===== config.mk =====
export PLATFORM = sky130hd
export DESIGN_NAME = sdramSubsys
export DESIGN_NICKNAME = d
export VERILOG_FILES = /design/src/hdl/sdramPkg.sv /design/src/hdl/sdramSubsys.sv /design/src/hdl/burstReader.sv /design/src/hdl/burstWriter.sv /design/src/hdl/sdramCtrl.sv
export SDC_FILE = /design/constraint.sdc
export NUM_CORES = 1
export LEC_CHECK = 0
export BUFFER_PORTS_ARGS = -buffer_cell sky130_fd_sc_hd__buf_2
export CAP_MARGIN = 20
export CORE_MARGIN = 2
export CORE_UTILIZATION = 38
export CTS_BUF_LIST = sky130_fd_sc_hd__clkbuf_4 sky130_fd_sc_hd__clkbuf_8 sky130_fd_sc_hd__clkbuf_16
export DETAILED_ROUTE_END_ITERATION = 10
export PLACE_DENSITY = 0.65
export SLEW_MARGIN = 20
export SYNTH_ARGS = -nofsm -noshare
export SYNTH_HDL_FRONTEND = slang
export SYNTH_SLANG_ARGS = --single-unit

===== constraint.sdc =====
create_clock -name clk -period 7.3 [get_ports clk]
set_input_delay 0.365 -clock clk [delete_from_list [all_inputs] [get_ports clk]]
set_output_delay 0.365 -clock clk [all_outputs]
set_load 0.02 [all_outputs]

===== src/hdl/sdramPkg.sv =====
// assumes a 1M x 16 two-bank SDRAM already loaded with CAS latency 2; no refresh is ever issued
`default_nettype none

package sdramPkg;

	////////////////////////////////////////////////////////////
	// geometry and latency
	localparam int addrW      = 20;              // linear word address, 1M words
	localparam int dataW      = 16;              // one SDRAM word
	localparam int rowW       = 11;              // row bits, also the pin address bus width
	localparam int colW       = 8;               // 256 words per row
	localparam int cntW       = colW + 1;        // run length up to 256
	localparam int casLatency = 2;
	// two command stages, the CAS delay, then one capture register
	localparam int rdLatency  = casLatency + 3;
	localparam int flightW    = $clog2(rdLatency + 2); // reads outstanding at the reader

	// controller sequencer states
	localparam logic [1:0] stIdle      = 2'd0;
	localparam logic [1:0] stAccess    = 2'd1;
	localparam logic [1:0] stPrecharge = 2'd2;

	localparam logic [rowW-1:0] prechargeAll = 11'h400; // A10 high selects all banks

	////////////////////////////////////////////////////////////
	// command code is {rasN, casN, weN}
	typedef enum logic [2:0] {
		loadMode  = 3'b000,
		refresh   = 3'b001,
		precharge = 3'b010,
		active    = 3'b011,
		write     = 3'b100,
		read      = 3'b101,
		nop       = 3'b111
	} sdramCmdE;

	// one address word, seen linear by the agents and split by the controller
	typedef union packed {
		logic [addrW-1:0] linear;
		struct packed {
			logic            bank; // top bit picks one of two banks
			logic [rowW-1:0] row;
			logic [colW-1:0] col;
		} f;
	} sdramAddrU;

	// everything the controller drives toward the part, all registered
	typedef struct packed {
		sdramCmdE         cmd;
		logic [rowW-1:0]  addr;  // row on active, column on read/write
		logic             bank;
		logic [1:0]       dqm;   // byte masks, high masks the byte
		logic [dataW-1:0] dq;    // write word
		logic             dqOe;  // write word drives the bus
	} sdramPinsT;

	localparam sdramPinsT pinsIdle = '{
		cmd: nop, addr: '0, bank: 1'b0, dqm: 2'b11, dq: '0, dqOe: 1'b0
	};

endpackage

`default_nettype wire

===== src/hdl/sdramSubsys.sv =====
// one writer and one reader sharing a CL2 SDRAM; dq is split into out word, enable and in word
`timescale 1ns/10ps
`default_nettype none

module sdramSubsys import sdramPkg::*; (
	input  wire logic             clk,
	input  wire logic             rstN,
	// writer host
	input  wire logic             wrStart,
	input  wire logic [addrW-1:0] wrBase,
	input  wire logic [cntW-1:0]  wrCount,
	input  wire logic [dataW-1:0] wrFirst,
	output logic                  wrDone,
	// reader host
	input  wire logic             rdStart,
	input  wire logic [addrW-1:0] rdBase,
	input  wire logic [cntW-1:0]  rdCount,
	output logic [dataW-1:0]      rdWord,
	output logic                  rdWordValid,
	output logic                  rdDone,
	// SDRAM
	input  wire logic [dataW-1:0] dqIn,
	output sdramPinsT             pins
);

	////////////////////////////////////////////////////////////
	// agent to controller
	logic             rdReq, rdGnt, rdDataValid;
	sdramAddrU        rdAddr;
	logic [dataW-1:0] rdData;
	logic             wrReq, wrGnt;
	sdramAddrU        wrAddr;
	logic [dataW-1:0] wrData;

	burstWriter u_writer (
		.clk(clk), .rstN(rstN),
		.start(wrStart), .baseAddr(wrBase), .count(wrCount), .firstData(wrFirst),
		.done(wrDone),
		.wrGnt(wrGnt), .wrReq(wrReq), .wrAddr(wrAddr), .wrData(wrData)
	);

	burstReader u_reader (
		.clk(clk), .rstN(rstN),
		.start(rdStart), .baseAddr(rdBase), .count(rdCount),
		.rdWord(rdWord), .rdWordValid(rdWordValid), .done(rdDone),
		.rdGnt(rdGnt), .rdData(rdData), .rdDataValid(rdDataValid),
		.rdReq(rdReq), .rdAddr(rdAddr)
	);

	sdramCtrl u_ctrl (
		.clk(clk), .rstN(rstN),
		.rdReq(rdReq), .rdAddr(rdAddr), .rdGnt(rdGnt),
		.rdData(rdData), .rdDataValid(rdDataValid),
		.wrReq(wrReq), .wrAddr(wrAddr), .wrData(wrData), .wrGnt(wrGnt),
		.dqIn(dqIn), .pins(pins)
	);

endmodule

`default_nettype wire


===== src/hdl/burstReader.sv =====
// read agent for runs of 0 to 256 words; returned words pass straight through with their valid
`timescale 1ns/10ps
`default_nettype none

module burstReader import sdramPkg::*; (
	input  wire logic             clk,
	input  wire logic             rstN,
	// host side
	input  wire logic             start,
	input  wire logic [addrW-1:0] baseAddr,
	input  wire logic [cntW-1:0]  count,
	output logic [dataW-1:0]      rdWord,
	output logic                  rdWordValid,
	output logic                  done,
	// controller side
	input  wire logic             rdGnt,
	input  wire logic [dataW-1:0] rdData,
	input  wire logic             rdDataValid,
	output logic                  rdReq,
	output sdramAddrU             rdAddr
);

	logic               busy;      // from start until the last word is back
	logic [cntW-1:0]    remaining; // addresses not yet granted
	logic [flightW-1:0] inFlight;  // granted minus returned
	logic               load;

	assign load = start & ~busy;

	////////////////////////////////////////////////////////////
	// run control
	always_ff @(posedge clk) begin
		if (!rstN) begin
			busy      <= 1'b0;
			rdReq     <= 1'b0;
			remaining <= '0;
			inFlight  <= '0;
			done      <= 1'b0;
		end else begin
			done <= 1'b0;
			if (load) begin
				remaining <= count;
				rdReq     <= (count != '0);
				busy      <= (count != '0);
				done      <= (count == '0); // nothing to fetch
			end else if (busy) begin
				if (rdGnt) begin
					remaining <= remaining - 1'b1;
					if (remaining == cntW'(1))
						rdReq <= 1'b0; // all addresses issued
				end
				inFlight <= inFlight + flightW'(rdGnt) - flightW'(rdDataValid);
				// last outstanding word leaves this cycle
				if (!rdReq && rdDataValid && inFlight == flightW'(1)) begin
					busy <= 1'b0;
					done <= 1'b1;
				end
			end
		end
	end

	// next address to request
	always_ff @(posedge clk) begin
		if (load)
			rdAddr.linear <= baseAddr;
		else if (rdGnt)
			rdAddr.linear <= rdAddr.linear + 1'b1;
	end

	assign rdWord      = rdData;
	assign rdWordValid = rdDataValid & busy; // words only belong to a running burst

endmodule

`default_nettype wire


===== src/hdl/burstWriter.sv =====
// write agent for runs of 0 to 256 words; the address wraps at the top of memory
`timescale 1ns/10ps
`default_nettype none

module burstWriter import sdramPkg::*; (
	input  wire logic             clk,
	input  wire logic             rstN,
	// host side
	input  wire logic             start,
	input  wire logic [addrW-1:0] baseAddr,
	input  wire logic [cntW-1:0]  count,
	input  wire logic [dataW-1:0] firstData,
	output logic                  done,
	// controller side
	input  wire logic             wrGnt,
	output logic                  wrReq,
	output sdramAddrU             wrAddr,
	output logic [dataW-1:0]      wrData
);

	logic [cntW-1:0] remaining; // words not yet granted
	logic            load;

	assign load = start & ~wrReq; // start while busy is dropped

	////////////////////////////////////////////////////////////
	// run control
	always_ff @(posedge clk) begin
		if (!rstN) begin
			wrReq     <= 1'b0;
			remaining <= '0;
			done      <= 1'b0;
		end else begin
			done <= 1'b0; // single pulse
			if (load) begin
				remaining <= count;
				wrReq     <= (count != '0);
				done      <= (count == '0); // empty run ends at once
			end else if (wrGnt) begin
				remaining <= remaining - 1'b1;
				if (remaining == cntW'(1)) begin
					wrReq <= 1'b0; // last word granted
					done  <= 1'b1;
				end
			end
		end
	end

	// address and pattern, both step on every grant
	always_ff @(posedge clk) begin
		if (load) begin
			wrAddr.linear <= baseAddr;
			wrData        <= firstData;
		end else if (wrGnt) begin
			wrAddr.linear <= wrAddr.linear + 1'b1;
			wrData        <= wrData + 1'b1; // incrementing pattern
		end
	end

endmodule

`default_nettype wire


===== src/hdl/sdramCtrl.sv =====
// open-row controller for CL2; reads beat writes, a row stays open only for the agent that opened it
`timescale 1ns/10ps
`default_nettype none

module sdramCtrl import sdramPkg::*; (
	input  wire logic             clk,
	input  wire logic             rstN,
	// read agent
	input  wire logic             rdReq,
	input  wire sdramAddrU        rdAddr,
	output logic                  rdGnt,
	output logic [dataW-1:0]      rdData,
	output logic                  rdDataValid,
	// write agent
	input  wire logic             wrReq,
	input  wire sdramAddrU        wrAddr,
	input  wire logic [dataW-1:0] wrData,
	output logic                  wrGnt,
	// SDRAM side
	input  wire logic [dataW-1:0] dqIn,
	output sdramPinsT             pins
);

	logic [1:0]           state;
	logic                 readSel;    // agent owning the open row, latched in idle
	logic                 readCycle;  // agent whose address is looked at this cycle
	logic                 canOpen;    // no precharge on the pins right now
	logic                 anyReq;
	logic                 sameRow;    // bank and row match the last granted access
	logic                 granted;
	sdramAddrU            addr;
	sdramAddrU            addrR;      // address of the previous cycle's grant
	logic [dataW-1:0]     wrData1;    // first write data stage
	logic [rdLatency-1:0] validPipe;  // read grant flags on their way to rdDataValid

	////////////////////////////////////////////////////////////
	// arbitration
	assign canOpen   = (pins.cmd != precharge); // keep a nop after every precharge
	assign anyReq    = rdReq | wrReq;
	assign readCycle = (state == stIdle) ? rdReq : readSel; // read priority when idle
	assign addr      = readCycle ? rdAddr : wrAddr;
	assign sameRow   = ({addr.f.bank, addr.f.row} == {addrR.f.bank, addrR.f.row});

	assign rdGnt = ((state == stIdle) & canOpen & rdReq) |
		((state == stAccess) & readSel & rdReq & sameRow);
	assign wrGnt = ((state == stIdle) & canOpen & ~rdReq & wrReq) |
		((state == stAccess) & ~readSel & wrReq & sameRow);
	assign granted = rdGnt | wrGnt;

	////////////////////////////////////////////////////////////
	// command sequencer, pins registered
	always_ff @(posedge clk) begin
		if (!rstN) begin
			state   <= stIdle;
			readSel <= 1'b0;
			pins    <= pinsIdle; // nop, masks high, bus released
		end else begin
			case (state)
				stIdle: begin
					readSel <= rdReq; // remembered for the whole open row
					if (canOpen && anyReq) begin
						pins.cmd  <= active;
						pins.bank <= addr.f.bank;
						pins.addr <= addr.f.row;
						pins.dqm  <= 2'b11;
						pins.dqOe <= 1'b0;
						state     <= stAccess;
					end else begin
						pins.cmd  <= nop;
						pins.bank <= 1'b0;
						pins.addr <= '0;
						pins.dqm  <= 2'b11;
						pins.dqOe <= 1'b0;
					end
				end
				stAccess: begin
					// column access for the grant one cycle back
					pins.cmd  <= readSel ? read : write;
					pins.bank <= addrR.f.bank;
					pins.addr <= {{(rowW-colW){1'b0}}, addrR.f.col}; // A10 low, no auto-precharge
					pins.dqm  <= 2'b00;
					pins.dqOe <= ~readSel;
					pins.dq   <= wrData1; // second write data stage
					if (!granted)
						state <= stPrecharge; // run left the row or stopped
				end
				stPrecharge: begin
					pins.cmd  <= precharge;
					pins.bank <= 1'b0;
					pins.addr <= prechargeAll;
					pins.dqm  <= 2'b11;
					pins.dqOe <= 1'b0;
					state     <= stIdle;
				end
				default: begin
					pins.cmd  <= nop;
					pins.dqOe <= 1'b0;
					state     <= stIdle;
				end
			endcase
		end
	end

	////////////////////////////////////////////////////////////
	// datapath stages
	always_ff @(posedge clk) begin
		addrR   <= addr;   // compared against next cycle's request
		wrData1 <= wrData; // lines up with the write command two cycles on
		rdData  <= dqIn;   // captured every cycle, qualified by validPipe
	end

	// grant, two command stages, CAS latency, capture
	always_ff @(posedge clk) begin
		if (!rstN)
			validPipe <= '0;
		else
			validPipe <= {validPipe[rdLatency-2:0], rdGnt};
	end

	assign rdDataValid = validPipe[rdLatency-1];

endmodule

`default_nettype wire


# ---- After elaboration in Yosys (flattened, before gate mapping)
# Cells that the tools add are included.
# W data, S select, Z words.
dict set report totals {
  out_inout_bits 53
  regBits 176
  in_bits 94
}
dict set report op_classes {
  bitwise_logic 22
  reduce_logical 21
  eq_ne 9
  addsub 7
  mux 36
}
# cell count
set ops {}
lappend ops {{$mux W20} 5}
lappend ops {{$mux W9} 5}
lappend ops {{$pmux W14 S3} 1}
lappend ops {{$add A20 B1 Y20 const B} 2}
lappend ops {{$mux W16} 2}
lappend ops {{$eq A9 B1 Y1 const B} 2}
lappend ops {{$logic_not A9 Y1} 2}
lappend ops {{$mux W1} 18}
lappend ops {{$reduce_bool A9 Y1} 2}
lappend ops {{$sub A9 B1 Y9 const B} 2}
lappend ops {{$mux W17} 1}
lappend ops {{$add A16 B1 Y16 const B} 1}
lappend ops {{$and A1 B1 Y1} 13}
lappend ops {{$eq A12 B12 Y1} 1}
lappend ops {{$reduce_and A2 Y1} 5}
lappend ops {{$reduce_bool A2 Y1} 5}
lappend ops {{$pmux W3 S3} 1}
lappend ops {{$not A1 Y1} 5}
lappend ops {{$mux W2} 2}
lappend ops {{$ne A2 B2 Y1 const B} 2}
lappend ops {{$or A1 B1 Y1} 4}
lappend ops {{$pmux W2 S2} 1}
lappend ops {{$add A3 B1 Y3} 1}
lappend ops {{$eq A3 B1 Y1 const B} 1}
lappend ops {{9 further kinds} 11}

# ---- Logic depth before layout (Yosys ltp)
dict set report depth {
  word_depth 9
  mapped_depth 18
  depth_no_buf 17
}

# ---- Modules after synthesis
# Synthesis repeated with hierarchy kept, for this count alone.
dict set report unflattened {
  hier_cells 819
  hier_area_um2 8156.6
}
# module cells_each seq_area_each_um2 n_inst area_each_um2
set modules_own_cells {}
lappend modules_own_cells {sdramCtrl 285 1861.8 1 3255.6}
lappend modules_own_cells {burstWriter 289 1301.2 1 2670.1}
lappend modules_own_cells {burstReader 245 900.9 1 2230.9}

# ---- Worst setup path after synthesis
# OpenSTA, ideal clock, no wires.
dict set report synth_timing {
  kind {flip-flop to flip-flop}
  from {register u_ctrl.state[0]}
  to {register u_reader.inFlight[2]}
  setup_slack_ps 3446
  n_path_buf 1
  arrival_time_ps 3726
  stages_incl_launch_ff 19
  cell_sequence {dfxtp_1 > inv_1 > ha_1 > mux2i_1 > buf_2 > mux2_2 > xor2_1 > a21oi_1 > a32o_1 > inv_1 > ha_1 > inv_1 > ha_1 > inv_1 > fa_1 > xor2_1 > nand2_1 > xor2_1 > nor2_1}
}
# item line
set synth_rtl {}
lappend synth_rtl {{from (decl)} sdramCtrl.sv:24} ;# logic [1:0] state;
lappend synth_rtl {{from (signal assigned)} sdramCtrl.sv:54} ;# state <= stIdle;
lappend synth_rtl {{from (signal assigned)} sdramCtrl.sv:67} ;# state <= stAccess;
lappend synth_rtl {{from (signal assigned)} sdramCtrl.sv:85} ;# state <= stPrecharge;
lappend synth_rtl {{to (signal assigned)} burstReader.sv:52} ;# inFlight <= inFlight + flightW'(rdGnt) - flightW'(rdDataValid);
lappend synth_rtl {{to (decl)} burstReader.sv:25} ;# logic [flightW-1:0] inFlight;

==> results_dict.tcl <==
set metrics [dict create \
    crit_path_top_delay_cell "a32o_1" \
    drc 0 \
    grt_usage_pct 17.7 \
    multi_input_area_mm2 0.00348 \
    total_power_mw 3.11 \
    min_period_ns 4.49 \
    final.setup.tns_ns 0 \
    hold_path_end "u_ctrl.rdData[15]" \
    stdcell_count 1224 \
    status "completed" \
    critPathArrivalTime_ns 4.77 \
    die_y_um 147 \
    core_mm2 0.0202 \
    power.density_mw_per_mm2 332 \
    fp-row-count 52 \
    antenna_found_initial 0 \
    seqCellArea_mm2 0.00406 \
    finalCritPeriodShare_pct 61.5 \
    holdPathStages 1 \
    cts_made_buffers 17 \
    via_per_inst 5.07 \
    dp_hpwl_mm 13.2 \
    path_max_fanout 22 \
    holdCritStartpoint "dqIn[15]" \
    synth_area_leader_cell "dfxtp_1" \
    cp_slowest_stage_delay_ns 0.45 \
    wl_per_cell_um 15.5 \
    drive_above_1_share_pct 21.2 \
    r2r_end "u_reader.inFlight[2]" \
    diodes 0 \
    yosysMostFrequentCell "nand2_1" \
    clock_path_buffers 2 \
    max_freq_mhz 223 \
    first_global_vias 5931 \
    cts_hold_buf 0 \
    synth.net_count 919 \
    crit_path_frequent_cell "inv_1" \
    final_hold_viol_count 0 \
    worstPathCellList "inv_1 > ha_1 > mux2i_2 > buf_4 > mux2_4 > a221o_1 > nor4_4 > a32o_1 > inv_1 > ha_1 > inv_1 > ha_1 > inv_1 > fa_1 > xor2_1 > nand2_1 > xor2_1 > nor2_1" \
    ys_top_cells_by_count "nand2_1, dfxtp_1, nor2_1, o21ai_0, edfxtp_1" \
    dieArea_mm2 0.0217 \
    yosys_warnings 0 \
    cap_violations 0 \
    grt_overflow 0 \
    criticalPathCategory "flip-flop to flip-flop" \
    max-slew-margin-rel_pct 35.0 \
    grt_pass1_wl_mm 30.3 \
    dr.pass1.iters 7 \
    ios 147 \
    dp.cells 1192 \
    worst_slew_pin_slew_ns 0.971 \
    final_util_pct 46.4 \
    clk_latency_ns 0.43 \
    vias 6205 \
    hold_class "input pin to flip-flop" \
    worstSetupStartpointType "flip-flop" \
    grt_start_max_net_pins 76 \
    reg2regPathDepth 18 \
    synth_cell_types 59 \
    irDropWorstVdd_mv 0.187 \
    leakagePower_nw 3.84 \
    clockRootBuffer "clkbuf_16" \
    ant_nets 0 \
    cts.sinks 175 \
    fill_cells 1944 \
    initial_core_util_pct 38.7 \
    gp_congestion 0.829 \
    cts_resized 0 \
    async_reset_ff_share_pct 0 \
    crit_required_ns 7.59 \
    clkTransAtPathRegs_ns 0.07 \
    setup_viol 0 \
    synth_edf_count 56 \
    avgSynthCellArea_um2 9.64 \
    die_x_um 147 \
    routed_wirelength_mm 19.0 \
    fin_worst_skew_ns 0.0133 \
    synth_area_leaders "dfxtp_1, edfxtp_1, nand2_1, o21ai_0, xnor2_1" \
    crit_path_end_kind "flip-flop" \
    port_buffers 146 \
    rr_startpoint "u_ctrl.state[1]" \
    drv_slew 0 \
    synth-seq-cells 175 \
    ys.flop_type "dfxtp_1" \
    syn_inst 809 \
    drt_iter0_markers 520 \
    tritoncts "done" \
    rsz0062_at_grt "no" \
    cts_setup_buffers 0 \
    reg2reg_slack_ns 2.81 \
    area_growth_pct 20.1 \
    htreeDepth 4 \
    netlist.area_leader.share_pct 30.6 \
    fin_nets 1051 \
    syn_area_mm2 0.00780 \
    ys_seq_area_share_pct 52.1 \
]
==> stage by stage <==
step | hold slack, ns | cell area [um2] | worst slack (ns)
5_1_grt | 0.0111 | 9360 | 2.51
2_1_floorplan | 0.348 | 7800 | 3.45
4_1_cts | 0.0169 | 9360 | 2.82
3_5_place_dp | 0.358 | 8770 | 2.85
6_report | 0.0314 | 9360 | 2.81
3_3_place_gp | 0.359 | 8770 | 2.95
==> power breakdown <==
group	leakage [nW]	internal, mW	switching (mW)	total (mW)
logic	2.00	0.321	0.465	0.785
registers	1.54	1.23	0.164	1.39
clock network	0.300	0.543	0.388	0.931
==> state kept, by name, indices dropped and copies added (netlist names), 5 cells and up <==
name and flops:
u_ctrl.pins 33, u_ctrl.addrR 20, u_reader.rdAddr 20, u_writer.wrAddr 20, u_ctrl.rdData 16, u_ctrl.wrData1 16, u_writer.wrData 16, u_reader.remaining 9
u_writer.remaining 9, u_ctrl.validPipe 5
==> metal layers <==
metal | vias up | part of all wire (%) | track usage, % | wire, um
li1 | 3116 | - | - | -
met1 | 2875 | 48 | 24.9 | 9160
met2 | 199 | 44 | 27.1 | 8320
met3 | 15 | 6.8 | 5.00 | 1290
met4 | 0 | 1.1 | 4.71 | 208
met5 | - | 0 | 0 | 0
==> worst max-delay path: cells and delay by family (launching register included) <==
kind | cells | cell delay, ns
AOI/OAI and AO/OA | 2 | 0.78
muxes | 2 | 0.56
adders and majority gates | 4 | 1.10
and+or+nand+nor | 3 | 0.53
xor gates and xnor gates | 2 | 0.30
buffers and inverters | 5 | 0.72
DFF | 1 | 0.35
==> cell type report <==
class	count	area share, %
Tap cell	270	3.61
Sequential cell	175	43.4
Clock inverter	14	1.75
Inverter	28	1.12
Timing Repair Buffer	153	8.37
Clock buffer	18	4.62
Multi-Input combinational cell	566	37.1
==> logic make-up after synthesis <==
logic type / Yosys count / synth area share, %
AOI/OAI and AO/OA: 140 / 11.8
muxes: 32 / 4.30
xor gates and xnor gates: 61 / 6.85
buffers and inverters: 68 / 3.47
and+or+nand+nor: 317 / 18.8
adders and majority gates: 16 / 2.66
DFF: 175 / 52.1
==> cells in the final DEF (no fill, tap or decap), drive strengths merged, types with 10 or more instances in the layout <==
cell type | netlist | layout
dfxtp | 119 | 119
a222oi | 10 | 10
nand2 | 139 | 139
o21ai | 63 | 63
xor2 | 28 | 28
xnor2 | 33 | 33
edfxtp | 56 | 56
mux2i | 23 | 23
and3 | 16 | 16
nand3 | 29 | 29
a21oi | 12 | 12
ha | 15 | 15
clkbuf | 30 | 18
inv | 28 | 32
buf | 10 | 153
nand4 | 10 | 10
nor2 | 67 | 67
==> worst max-delay path by stage <==
| stage | start | cells after the start | end | slack [ns] |
|---|---|---|---|---|
| 4_1_cts | u_ctrl.state[1] | 18 | u_reader.inFlight[2] | 2.82 |
| 6_report | u_ctrl.state[1] | 18 | u_reader.inFlight[2] | 2.81 |
| 2_1_floorplan | u_ctrl.state[0] | 18 | u_reader.inFlight[2] | 3.45 |
| 5_1_grt | u_ctrl.state[1] | 17 | u_reader.inFlight[2] | 2.51 |
| 3_3_place_gp | u_ctrl.state[0] | 18 | u_reader.inFlight[2] | 2.95 |
| 3_5_place_dp | u_ctrl.state[1] | 18 | u_reader.inFlight[2] | 2.85 |
Power figures use the tool's default switching activity.
